File: src/rvc_pkg.sv
// rvc shared definitions
// opcodes, funct codes, register numbers, compressed formats and the
// stage structs of the compressed-instruction expander

package rvc_pkg;

  // ----------------------------------------
  // rv32i words and major opcodes
  // ----------------------------------------
  typedef logic [31:0] instr_t;

  localparam logic [6:0] opc_op_imm = 7'b0010011;
  localparam logic [6:0] opc_op     = 7'b0110011;
  localparam logic [6:0] opc_lui    = 7'b0110111;
  localparam logic [6:0] opc_load   = 7'b0000011;
  localparam logic [6:0] opc_store  = 7'b0100011;
  localparam logic [6:0] opc_branch = 7'b1100011;
  localparam logic [6:0] opc_jal    = 7'b1101111;
  localparam logic [6:0] opc_jalr   = 7'b1100111;

  localparam instr_t ebreak_word = 32'h0010_0073;

  // quadrant of a fetch word, taken from its low two bits
  typedef enum logic [1:0] {
    quad_c0   = 2'b00,
    quad_c1   = 2'b01,
    quad_c2   = 2'b10,
    quad_none = 2'b11
  } quadrant_e;

  // ----------------------------------------
  // quadrant-local funct3 codes
  // ----------------------------------------
  localparam logic [2:0] f3_c0_addi4spn = 3'b000;
  localparam logic [2:0] f3_c0_lw       = 3'b010;
  localparam logic [2:0] f3_c0_sw       = 3'b110;

  localparam logic [2:0] f3_c1_addi     = 3'b000;
  localparam logic [2:0] f3_c1_jal      = 3'b001;
  localparam logic [2:0] f3_c1_li       = 3'b010;
  localparam logic [2:0] f3_c1_lui      = 3'b011;
  localparam logic [2:0] f3_c1_misc_alu = 3'b100;
  localparam logic [2:0] f3_c1_j        = 3'b101;
  localparam logic [2:0] f3_c1_beqz     = 3'b110;
  localparam logic [2:0] f3_c1_bnez     = 3'b111;

  localparam logic [2:0] f3_c2_slli        = 3'b000;
  localparam logic [2:0] f3_c2_lwsp        = 3'b010;
  localparam logic [2:0] f3_c2_jalr_mv_add = 3'b100;
  localparam logic [2:0] f3_c2_swsp        = 3'b110;

  // register numbers
  localparam logic [4:0] reg_x0 = 5'd0;
  localparam logic [4:0] reg_ra = 5'd1;
  localparam logic [4:0] reg_sp = 5'd2;

  // prefix that turns a 3-bit prime register into x8..x15
  localparam logic [1:0] reg_prime_hi = 2'b01;

  // ----------------------------------------
  // compressed formats, msb first
  // ----------------------------------------
  typedef struct packed {
    logic [3:0] funct4;
    logic [4:0] rd_rs1;
    logic [4:0] rs2;
    logic [1:0] op;
  } cr_t;

  typedef struct packed {
    logic [2:0] funct3;
    logic       imm_hi;
    logic [4:0] rd_rs1;
    logic [4:0] imm_lo;
    logic [1:0] op;
  } ci_t;

  typedef struct packed {
    logic [2:0] funct3;
    logic [5:0] imm;
    logic [4:0] rs2;
    logic [1:0] op;
  } css_t;

  typedef struct packed {
    logic [2:0] funct3;
    logic [7:0] imm;
    logic [2:0] rd_p;
    logic [1:0] op;
  } ciw_t;

  typedef struct packed {
    logic [2:0] funct3;
    logic [2:0] imm_hi;
    logic [2:0] rs1_p;
    logic [1:0] imm_lo;
    logic [2:0] rd_p;
    logic [1:0] op;
  } cl_t;

  typedef struct packed {
    logic [2:0] funct3;
    logic [2:0] imm_hi;
    logic [2:0] rs1_p;
    logic [1:0] imm_lo;
    logic [2:0] rs2_p;
    logic [1:0] op;
  } cs_t;

  // also covers the shift, andi and register alu layouts of quadrant 1
  typedef struct packed {
    logic [2:0] funct3;
    logic       imm_hi;
    logic [1:0] funct2;
    logic [2:0] rs1_p;
    logic [4:0] imm_lo;
    logic [1:0] op;
  } cb_t;

  typedef struct packed {
    logic [2:0]  funct3;
    logic [10:0] target;
    logic [1:0]  op;
  } cj_t;

  typedef union packed {
    cr_t  cr;
    ci_t  ci;
    css_t css;
    ciw_t ciw;
    cl_t  cl;
    cs_t  cs;
    cb_t  cb;
    cj_t  cj;
  } rvc_word_u;

  // ----------------------------------------
  // stage structs
  // ----------------------------------------
  typedef struct packed {
    logic      valid;
    quadrant_e quadrant;
    instr_t    word;
  } fetch_t;

  typedef struct packed {
    instr_t instr;
    logic   illegal;
  } expand_t;

  typedef struct packed {
    logic   valid;
    instr_t instr;
    logic   illegal;
    logic   is_compressed;
  } result_t;

endpackage

File: src/rvc_quadrant2.sv
// rvc quadrant 2 expander
// c.slli, stack-pointer load and store, and the jr/jalr/mv/add group

`timescale 1ns/1ps

module rvc_quadrant2 (
  input  rvc_pkg::rvc_word_u word_i,
  output rvc_pkg::expand_t   exp_o
);

  import rvc_pkg::*;

  always_comb begin
    exp_o = '0;

    unique case (word_i.ci.funct3)
      f3_c2_slli: begin
        exp_o.instr = {6'b000000, word_i.ci.imm_hi, word_i.ci.imm_lo,
                       word_i.ci.rd_rs1, 3'b001, word_i.ci.rd_rs1, opc_op_imm};
      end

      f3_c2_lwsp: begin
        // lw rd, uimm(sp), offset bits 7:6 sit in imm_lo[1:0]
        exp_o.instr = {4'b0000, word_i.ci.imm_lo[1:0], word_i.ci.imm_hi,
                       word_i.ci.imm_lo[4:2], 2'b00,
                       reg_sp, 3'b010, word_i.ci.rd_rs1, opc_load};
        exp_o.illegal = (word_i.ci.rd_rs1 == reg_x0);
      end

      f3_c2_jalr_mv_add: begin
        if (word_i.cr.rs2 == reg_x0) begin
          if (!word_i.cr.funct4[0]) begin
            // c.jr
            exp_o.instr   = {12'h000, word_i.cr.rd_rs1, 3'b000, reg_x0, opc_jalr};
            exp_o.illegal = (word_i.cr.rd_rs1 == reg_x0);
          end else if (word_i.cr.rd_rs1 == reg_x0) begin
            exp_o.instr = ebreak_word;
          end else begin
            // c.jalr links through ra
            exp_o.instr = {12'h000, word_i.cr.rd_rs1, 3'b000, reg_ra, opc_jalr};
          end
        end else if (!word_i.cr.funct4[0]) begin
          // c.mv
          exp_o.instr = {7'b0000000, word_i.cr.rs2, reg_x0, 3'b000,
                         word_i.cr.rd_rs1, opc_op};
        end else begin
          // c.add
          exp_o.instr = {7'b0000000, word_i.cr.rs2, word_i.cr.rd_rs1, 3'b000,
                         word_i.cr.rd_rs1, opc_op};
        end
      end

      f3_c2_swsp: begin
        // sw rs2, uimm(sp)
        exp_o.instr = {4'b0000, word_i.css.imm[1:0], word_i.css.imm[5],
                       word_i.css.rs2, reg_sp, 3'b010,
                       word_i.css.imm[4:2], 2'b00, opc_store};
      end

      // fp and rv64 stack-pointer forms
      default: begin
        exp_o.illegal = 1'b1;
      end
    endcase
  end

endmodule

File: config.mk
export PLATFORM = sky130hd
export DESIGN_NAME = rvc_quadrant2
export DESIGN_NICKNAME = d
export VERILOG_FILES = /design/src/rvc_pkg.sv /design/src/rvc_quadrant2.sv
export SDC_FILE = /design/constraint.sdc
export NUM_CORES = 1
export LEC_CHECK = 0
export BUFFER_PORTS_ARGS = -buffer_cell sky130_fd_sc_hd__buf_2
export CORE_AREA = 2 2 39 41
export DETAILED_ROUTE_END_ITERATION = 12
export DIE_AREA = 0 0 41 43
export GPL_ROUTABILITY_DRIVEN = 0
export PLACE_DENSITY = 0.89
export SYNTH_ARGS = -nofsm -noshare
export SYNTH_HDL_FRONTEND = slang
export SYNTH_SLANG_ARGS = --single-unit
File: constraint.sdc
create_clock -name vclk -period 4.2
set_input_delay 0.63 -clock vclk [all_inputs]
set_output_delay 0.63 -clock vclk [all_outputs]
set_load 0.005 [all_outputs]
---- Word-level counts from Yosys, hierarchy flattened ----
Cells that the tools add are included.
Widths: inputs -> output; s select.
word-level totals
  register bits ........................... 0
  latch bits .............................. 0
  RAM bits ................................ 0
  ROM bits ................................ 0
  bits of input ports ..................... 16
  output and inout port bits .............. 33
  word-level logic and storage cells ...... 15
  memories kept ........................... 0
cells by class
  add/sub/neg operators ................... 0
  multipliers ............................. 0
  divide/modulo/power cells ............... 0
  $lt $le $gt $ge ......................... 0
  equality and inequality tests ........... 3
  shift operators ......................... 0
  multiplexer cells ....................... 8
  bitwise operators ....................... 0
  reduce and logical (&&, ||, !) cells .... 4
operators with widths
  cell                count
  $pmux 32 s4         1
  $mux 32             2
  $mux 21             1
  $mux 20             1
  $logic_not 5->1     2
  $eq 3x3->1 const B  2
  $eq 3x2->1 const B  1
  $logic_not 3->1     1
  $pmux 1 s3          1
  $mux 1              2
  $reduce_or 2->1     1

---- Depth between registers and ports, before layout ----
Gate-level depths: netlist of run 1.
  depth after elaboration ................. 5
  depth in mapped cells ................... 5
  mapped depth without buffers ............ 3

---- Worst setup path after synthesis of run 1 ----
No wires, ideal clock.
  path type ............................... input to output
  from .................................... input word_i[2] in the netlist's numbering
  to ...................................... output exp_o[10] in the netlist's numbering
  arrival time ............................ 1.635 ns
  data required time ...................... 3.570 ns
  setup slack ............................. 1.935 ns
  stages on the path ...................... 3
  path buffers ............................ 0
  path through ............................ or4_4 > o31a_1 > and2_1
RTL lines
  element             line                RTL
  start: declaration  rvc_quadrant2.sv:7  input rvc_pkg::rvc_word_u word_i,
  end: declaration    rvc_quadrant2.sv:8  output rvc_pkg::expand_t exp_o

==> metrics.md, run 1 <==
| Metric | Value |
|---|---|
| Number of buffers inserted for hold repair after clock tree synthesis | 0 |
| Total of warnings raised by yosys | 0 |
| Post-route minimum period | 2.55 ns |
| Router iterations before antenna repair | 4 |
| Fraction of synthesized area in multiplexers | 4.62% |
| Post-detailed-route wirelength per cell | 11.4 um |
| Area of the multi-input gates | 367 sq um |
| Final #Nets | 119 |
| Number of DRC markers after the initial detailed-route iteration | 16 |
| Cell repeated most along the worst path | buf_2 |
| Crit path max fanout | 5 |
| Compound-gate portion of the synthesized area | 24.9% |
| Hold Vio Cnt, Final | 0 |
| Area share of the largest cell type after synthesis | 12.1% |
| Share of synthesized cell area in full adder, half adder and majority cells | 0% |
| Library cells used by synthesis | 33 |
| Vias | 582 |
| Hold Crit Class | in2out |
| Number of top-level design ports | 49 |
| Final wirelength | 1330 um |
| Share of the yosys chip area belonging to registers | 0% |
| Count of buffers from port buffering | 41 |
| Setup violators final | 0 |
| Fraction of synthesized cell area in xor and xnor cells | 0% |
| Inserted Diodes | 0 |
| Vias per inst | 4.97 |
| Synthesized area per cell | 6.66 sq um |
| Core Util, Final | 44.1% |
| Type of the worst setup path | in2out |
| Final-layout fill cell count | 151 |
| Main combinational cell family by area after synthesis | simple AND/OR/NAND/NOR gates |
| Worst hold margin | 1.56 ns |
| Largest area contributor in the synthesized netlist | buf_4 |
| Post-route fraction of the period consumed by the critical path | 60.8% |
| Worst-case headroom to the max-slew limit | 67.2% |
| Initial antenna violation count | 0 |
| Endpoint class of the critical path | output port |
| Site row count | 14 |
| Outcome | finished, final reports clean |
| Hold wc startpoint | word_i[9] |
| Most common cell in the netlist | nor2_1 |
| Delay of the slowest cell on the worst path | 0.57 ns |
| Element type at the critical path start | input port |
| Number of instances resized during post-cts repair | 0 |
| Power per cell area | 84.8 mW/mm^2 |
| Static Leakage | 0.358 nW |
| Maximum vdd drop | 0.0000397 V |
| Worst Hold Depth | 3 |
| Tightest Pin Transition | 0.487 ns |
| DP HPWL | 1080 um |
| Worst path cell trace | buf_2, or4_4, o31a_1, and2_1, buf_2 |
| Number of remaining DRC errors | 0 |
| Initial Utilization | 31.3% |
| Number of clock buffer instances in the layout | 0 |
| Number of global-route vias before repair | 461 |
| GR Overflow Total | 0 |
| Final number of max-transition violations | 0 |
| Post-synthesis instance total | 65 |
| Fraction of layout cells with a size suffix above 1 | 48.5% |
| Max capacitance violation total | 0 |
| Final sequential cell count | 0 |
| Leading post-synthesis cells by instance count | nor2_1 (8), buf_4 (7), inv_1 (5) |
| Total standard cell area after synthesis | 433 sq um |
| CP Data Required Time | 3.57 ns |
| Number of buffer and inverter instances along the worst setup path | 2 |
| Die area | 0.00176 sq mm |
| Sum of negative setup slack | 0 ns |
| Total chip power | 0.0518 mW |
| Pin count of the biggest net entering global routing | 13 |
| Standard cell core area | 0.00138 sq mm |
| GRT Util Overall | 14.2% |
| Horiz. Die Dim | 41 um |
| Achievable Freq | 392 MHz |
| Global-route wire length before repair | 1910 um |
| Setup repair after global routing missed its margin | no |
| Post-CTS setup buffer count | 0 |
| Cell type of the slowest stage on the worst timing path | or4_4 |
| FF+latch area | 0 sq um |
| Leading cell types by total area after synthesis | buf_4 (12%), nor3b_2 (8.7%), nor2_1 (6.9%) |
| Vert. Die Dim | 43 um |
| Layout overhead on the synthesized area | 41.0% |
| Share of synthesized cell area in and, or, nand and nor gates | 50.0% |
| Number of nets still failing antenna checks after routing | 0 |
| Largest delay share family, worst path | simple AND/OR/NAND/NOR gates |
| Worst hold endpoint | exp_o[10] |
| WP data arrival | 1.92 ns |
[final cells by class]
| cell class | count | share of cell area, % |
|---|---|---|
| multi-input cells | 55 | 60.0 |
| inverters | 5 | 3.07 |
| well taps | 16 | 3.28 |
| repair buffers | 41 | 33.6 |
[cell usage in the layout, fill, tap and decap left out]
cell type  instances
nor4_1             1
inv_1              5
nor3_1             2
buf_2             41
a21oi_1            1
o211a_4            1
o31a_1             1
nand2b_1           2
o41ai_2            1
a31oi_1            1
or2_2              1
nor3_2             1
a211o_1            1
nor3b_1            1
or4_4              1
a211oi_1           1
o21ai_1            1
nor4b_1            1
nand2_1            3
and3_1             2
mux2i_1            2
a31o_1             1
conb_1             6
nor2b_1            3
a21o_1             1
nor2_1             8
nand3_1            3
a2111oi_0          1
and2_1             3
nor3b_2            3
o31ai_1            1
[worst min-delay path: stages]
cell    delay (ns)
buf_2         0.09
and2_1        0.10
buf_2         0.10
[power breakdown]
group / switching (mW) / internal [mW] / leakage [nW]
sequential: 0 / 0 / 0
clock: 0 / 0 / 0
combinational: 0.0282 / 0.0235 / 0.358
total: 0.0282 / 0.0235 / 0.358
[how the worst max path moves through the flow]
| stage | start | endpoint | slack [ns] | depth (start not counted) |
|---|---|---|---|---|
| 3_5_place_dp | word_i[2] | exp_o[11] | 1.65 | 5 |
| 5_1_grt | word_i[2] | exp_o[11] | 1.60 | 5 |
| 3_3_place_gp | word_i[2] | exp_o[11] | 1.66 | 5 |
| 4_1_cts | word_i[2] | exp_o[11] | 1.65 | 5 |
| 2_1_floorplan | word_i[2] | exp_o[10] | 1.93 | 3 |
| 6_report | word_i[2] | exp_o[11] | 1.65 | 5 |
[through the flow]
stage | instance area [sq um] | cells | setup WS, ns
final | 611 | 117 | 1.65
after global routing | 611 | 117 | 1.60
after CTS | 611 | 117 | 1.65
after detailed placement | 611 | 117 | 1.65
after global placement | 611 | 117 | 1.66
after floorplan | 452 | 70 | 1.93
[cell families after synthesis]
group / count (synthesis)
multiplexers: 2
other: 1
AO/OA/AOI/OAI: 12
AND/OR/NAND/NOR: 35
buffers and inverters: 15
[metal layers]
| metal | global-route usage (%) | share of wire, % | up-vias |
|---|---|---|---|
| met1 | 22.2 | 44 | 255 |
| met3 | 0 | 8.7 | 2 |
| li1 | - | - | 290 |
| met4 | 0 | 0.23 | 0 |
| met2 | 22.5 | 47 | 35 |
| met5 | 0 | 0 | - |
Note: power is estimated with default switching activity, not from simulation.
==> inputs of run 2 (changes only) <==
--- a/config.mk
+++ b/config.mk
@@ -6,11 +6,10 @@
 export NUM_CORES = 1
 export LEC_CHECK = 0
 export BUFFER_PORTS_ARGS = -buffer_cell sky130_fd_sc_hd__buf_2
-export CORE_AREA = 2 2 39 41
+export CORE_UTILIZATION = 32
 export DETAILED_ROUTE_END_ITERATION = 12
-export DIE_AREA = 0 0 41 43
 export GPL_ROUTABILITY_DRIVEN = 0
-export PLACE_DENSITY = 0.89
+export PLACE_DENSITY = 0.91
 export SYNTH_ARGS = -nofsm -noshare
 export SYNTH_HDL_FRONTEND = slang
 export SYNTH_SLANG_ARGS = --single-unit
==> constraint.sdc (replaced) <==
create_clock -name vclk -period 2.3
set_input_delay 0.345 -clock vclk [all_inputs]
set_output_delay 0.345 -clock vclk [all_outputs]
set_load 0.005 [all_outputs]
==> run 2 against run 1 <==
Sequential share of layout area unchanged. Utilization up 7.1 points. Non-clock buffer count stayed put. Critical path type unchanged. First-iteration DRC count rose by 6.3%. Highest routed layer unchanged. Total power rose by 81%. Wire length down 10%. Combinational power grew 81%.
==> metrics.md, run 2 (synthesis results as in run 1) <==
| Metric | Value |
|---|---|
| WP data arrival | 1.64 ns (-0.28 ns) |
| Worst hold endpoint | exp_o[12] |
| Post-CTS setup buffer count | 0 (unchanged) |
| Layout overhead on the synthesized area | 40.5% |
| Fraction of layout cells with a size suffix above 1 | 48.5% (unchanged) |
| Number of top-level design ports | 49 (unchanged) |
| Post-detailed-route wirelength per cell | 10.4 um (-8.9%) |
| Number of instances resized during post-cts repair | 0 (unchanged) |
| Cell repeated most along the worst path | buf_2 |
| Count of buffers from port buffering | 41 (unchanged) |
| DP HPWL | 968 um (-11%) |
| Non-filler instance count after layout | 115 (-1.7%) |
| Final sequential cell count | 0 (unchanged) |
| Logic gate share of total power | 100.0% (about the same) |
| Setup violators final | 0 (unchanged) |
| Final #Nets | 119 (unchanged) |
| Initial antenna violation count | 0 (unchanged) |
| Hold wc startpoint | word_i[11] |
| Sum of negative setup slack | 0 ns (unchanged) |
| Cell count after placement | 115 (-1.7%) |
| Static Leakage | 0.358 nW (unchanged) |
| Number of DRC markers after the initial detailed-route iteration | 17 (+1) |
| Post-route fraction of the period consumed by the critical path | 86.4% |
| Most frequent standard cell in the layout excluding fill and tap cells | buf_2 |
| Router iterations before antenna repair | 4 (unchanged) |
| Outcome | finished, final reports clean |
| GRT Util Overall | 14.4% (+0.25 points) |
| Worst path cell trace | buf_2, or4_4, o31a_1, and2_1, buf_2 |
| Final-layout fill cell count | 140 (-7.3%) |
| Number of global-route vias before repair | 409 (-11%) |
| Worst Hold Depth | 3 (unchanged) |
| Number of buffers inserted for hold repair after clock tree synthesis | 0 (unchanged) |
| Element type at the critical path start | input port |
| Number of nets still failing antenna checks after routing | 0 (unchanged) |
| CP Data Required Time | 1.96 ns (-1.61 ns) |
| Inserted Diodes | 0 (unchanged) |
| Setup repair after global routing missed its margin | no |
| Global-route wire length before repair | 1660 um (-13%) |
| Maximum vdd drop | 0.0000638 V (+61%) |
| Sequential share of power | 0% (unchanged) |
| Hold Crit Class | in2out |
| Cell internal power dissipation | 0.0429 mW (+83%) |
| Standard cell core area | 0.00119 sq mm (-14%) |
| Pin count of the biggest net entering global routing | 13 (unchanged) |
| GR Overflow Total | 0 (unchanged) |
| Site row count | 12 (-2) |
| Switch share | 54.1% (-0.46 points) |
| Clock network fraction of design power | 0% (unchanged) |
| Achievable Freq | 503 MHz |
| Type of the worst setup path | in2out |
| Total chip power | 0.0935 mW (+81%) |
| Final wirelength | 1190 um (-10%) |
| Post-route minimum period | 1.99 ns |
| Max capacitance violation total | 0 (unchanged) |
| Initial Utilization | 36.5% (+5.2 points) |
| Power per cell area | 154 mW/mm^2 (+81%) |
| Vias per inst | 4.86 (-2.3%) |
| FF+latch area | 0 sq um (unchanged) |
| Hold Vio Cnt, Final | 0 (unchanged) |
| Number of remaining DRC errors | 0 (unchanged) |
| Delay of the slowest cell on the worst path | 0.57 ns (about the same) |
| Horiz. Die Dim | 38.8 um (-5.4%) |
| Endpoint class of the critical path | output port |
| Vias | 559 (-4.0%) |
| Vert. Die Dim | 38.8 um (-9.8%) |
| Final number of max-transition violations | 0 (unchanged) |
| Top library cells by usage in the layout, fill and taps aside | buf_2 (41), nor2_1 (8), conb_1 (6), inv_1 (5) |
| Number of clock buffer instances in the layout | 0 (unchanged) |
| Crit path max fanout | 5 (unchanged) |
| Total net switching power | 0.0506 mW (+79%) |
| Cell type of the slowest stage on the worst timing path | or4_4 |
| Die area | 0.00150 sq mm (-15%) |
run 2: cell counts in the layout (fill, tap and decap cells not counted):
Identical to the previous run, type by type.
run 2: cell type report:
class | count | area [sq um] | area share (%)
multi-input cells | 55 | 367 | 60.3
repair buffers | 41 | 205 | 33.7
inverters | 5 | 18.8 | 3.09
well taps | 14 | 17.5 | 2.88
run 2: worst max-delay path by stage:
stage	from	to	slack [ns]	cells past startpoint
2_1_floorplan	word_i[2]	exp_o[10]	0.60	3
4_1_cts	word_i[2]	exp_o[11]	0.32	5
3_5_place_dp	word_i[2]	exp_o[11]	0.32	5
6_report	word_i[2]	exp_o[11]	0.31	5
3_3_place_gp	word_i[2]	exp_o[11]	0.33	5
5_1_grt	word_i[2]	exp_o[0]	0.28	5
run 2: critical path: cells and delay by family:
kind	cells	cell delay, ns
simple gates	2	0.73
compound gates	1	0.32
buf+inv	2	0.25
run 2: per-layer routing:
layer,vias to the layer above,GRT usage [%],routed length (um)
met5,-,0,0
met4,0,0.862,7
met3,2,0.578,93
met2,30,22.9,508
met1,238,22.0,583
li1,289,-,-
run 2: metrics by stage:
step                util, %  setup WS [ns]  hold WS (ns)  area (sq um)
finish                 51.3          0.314         0.985           608
global route           51.3          0.282          1.01           608
CTS                    51.3          0.319         0.988           608
detailed placement     51.3          0.322         0.988           608
global placement       51.3          0.334         0.989           608
floorplan                 -          0.605         0.797           452
run 2: power groups by stage:
stage	Sequential, mW	Combinational (mW)	Clock [mW]
CTS	0	0.0933	0
global placement	0	0.0914	0
finish	0	0.0935	0
global route	0	0.104	0
detailed placement	0	0.0928	0
floorplan	0	0.0583	0
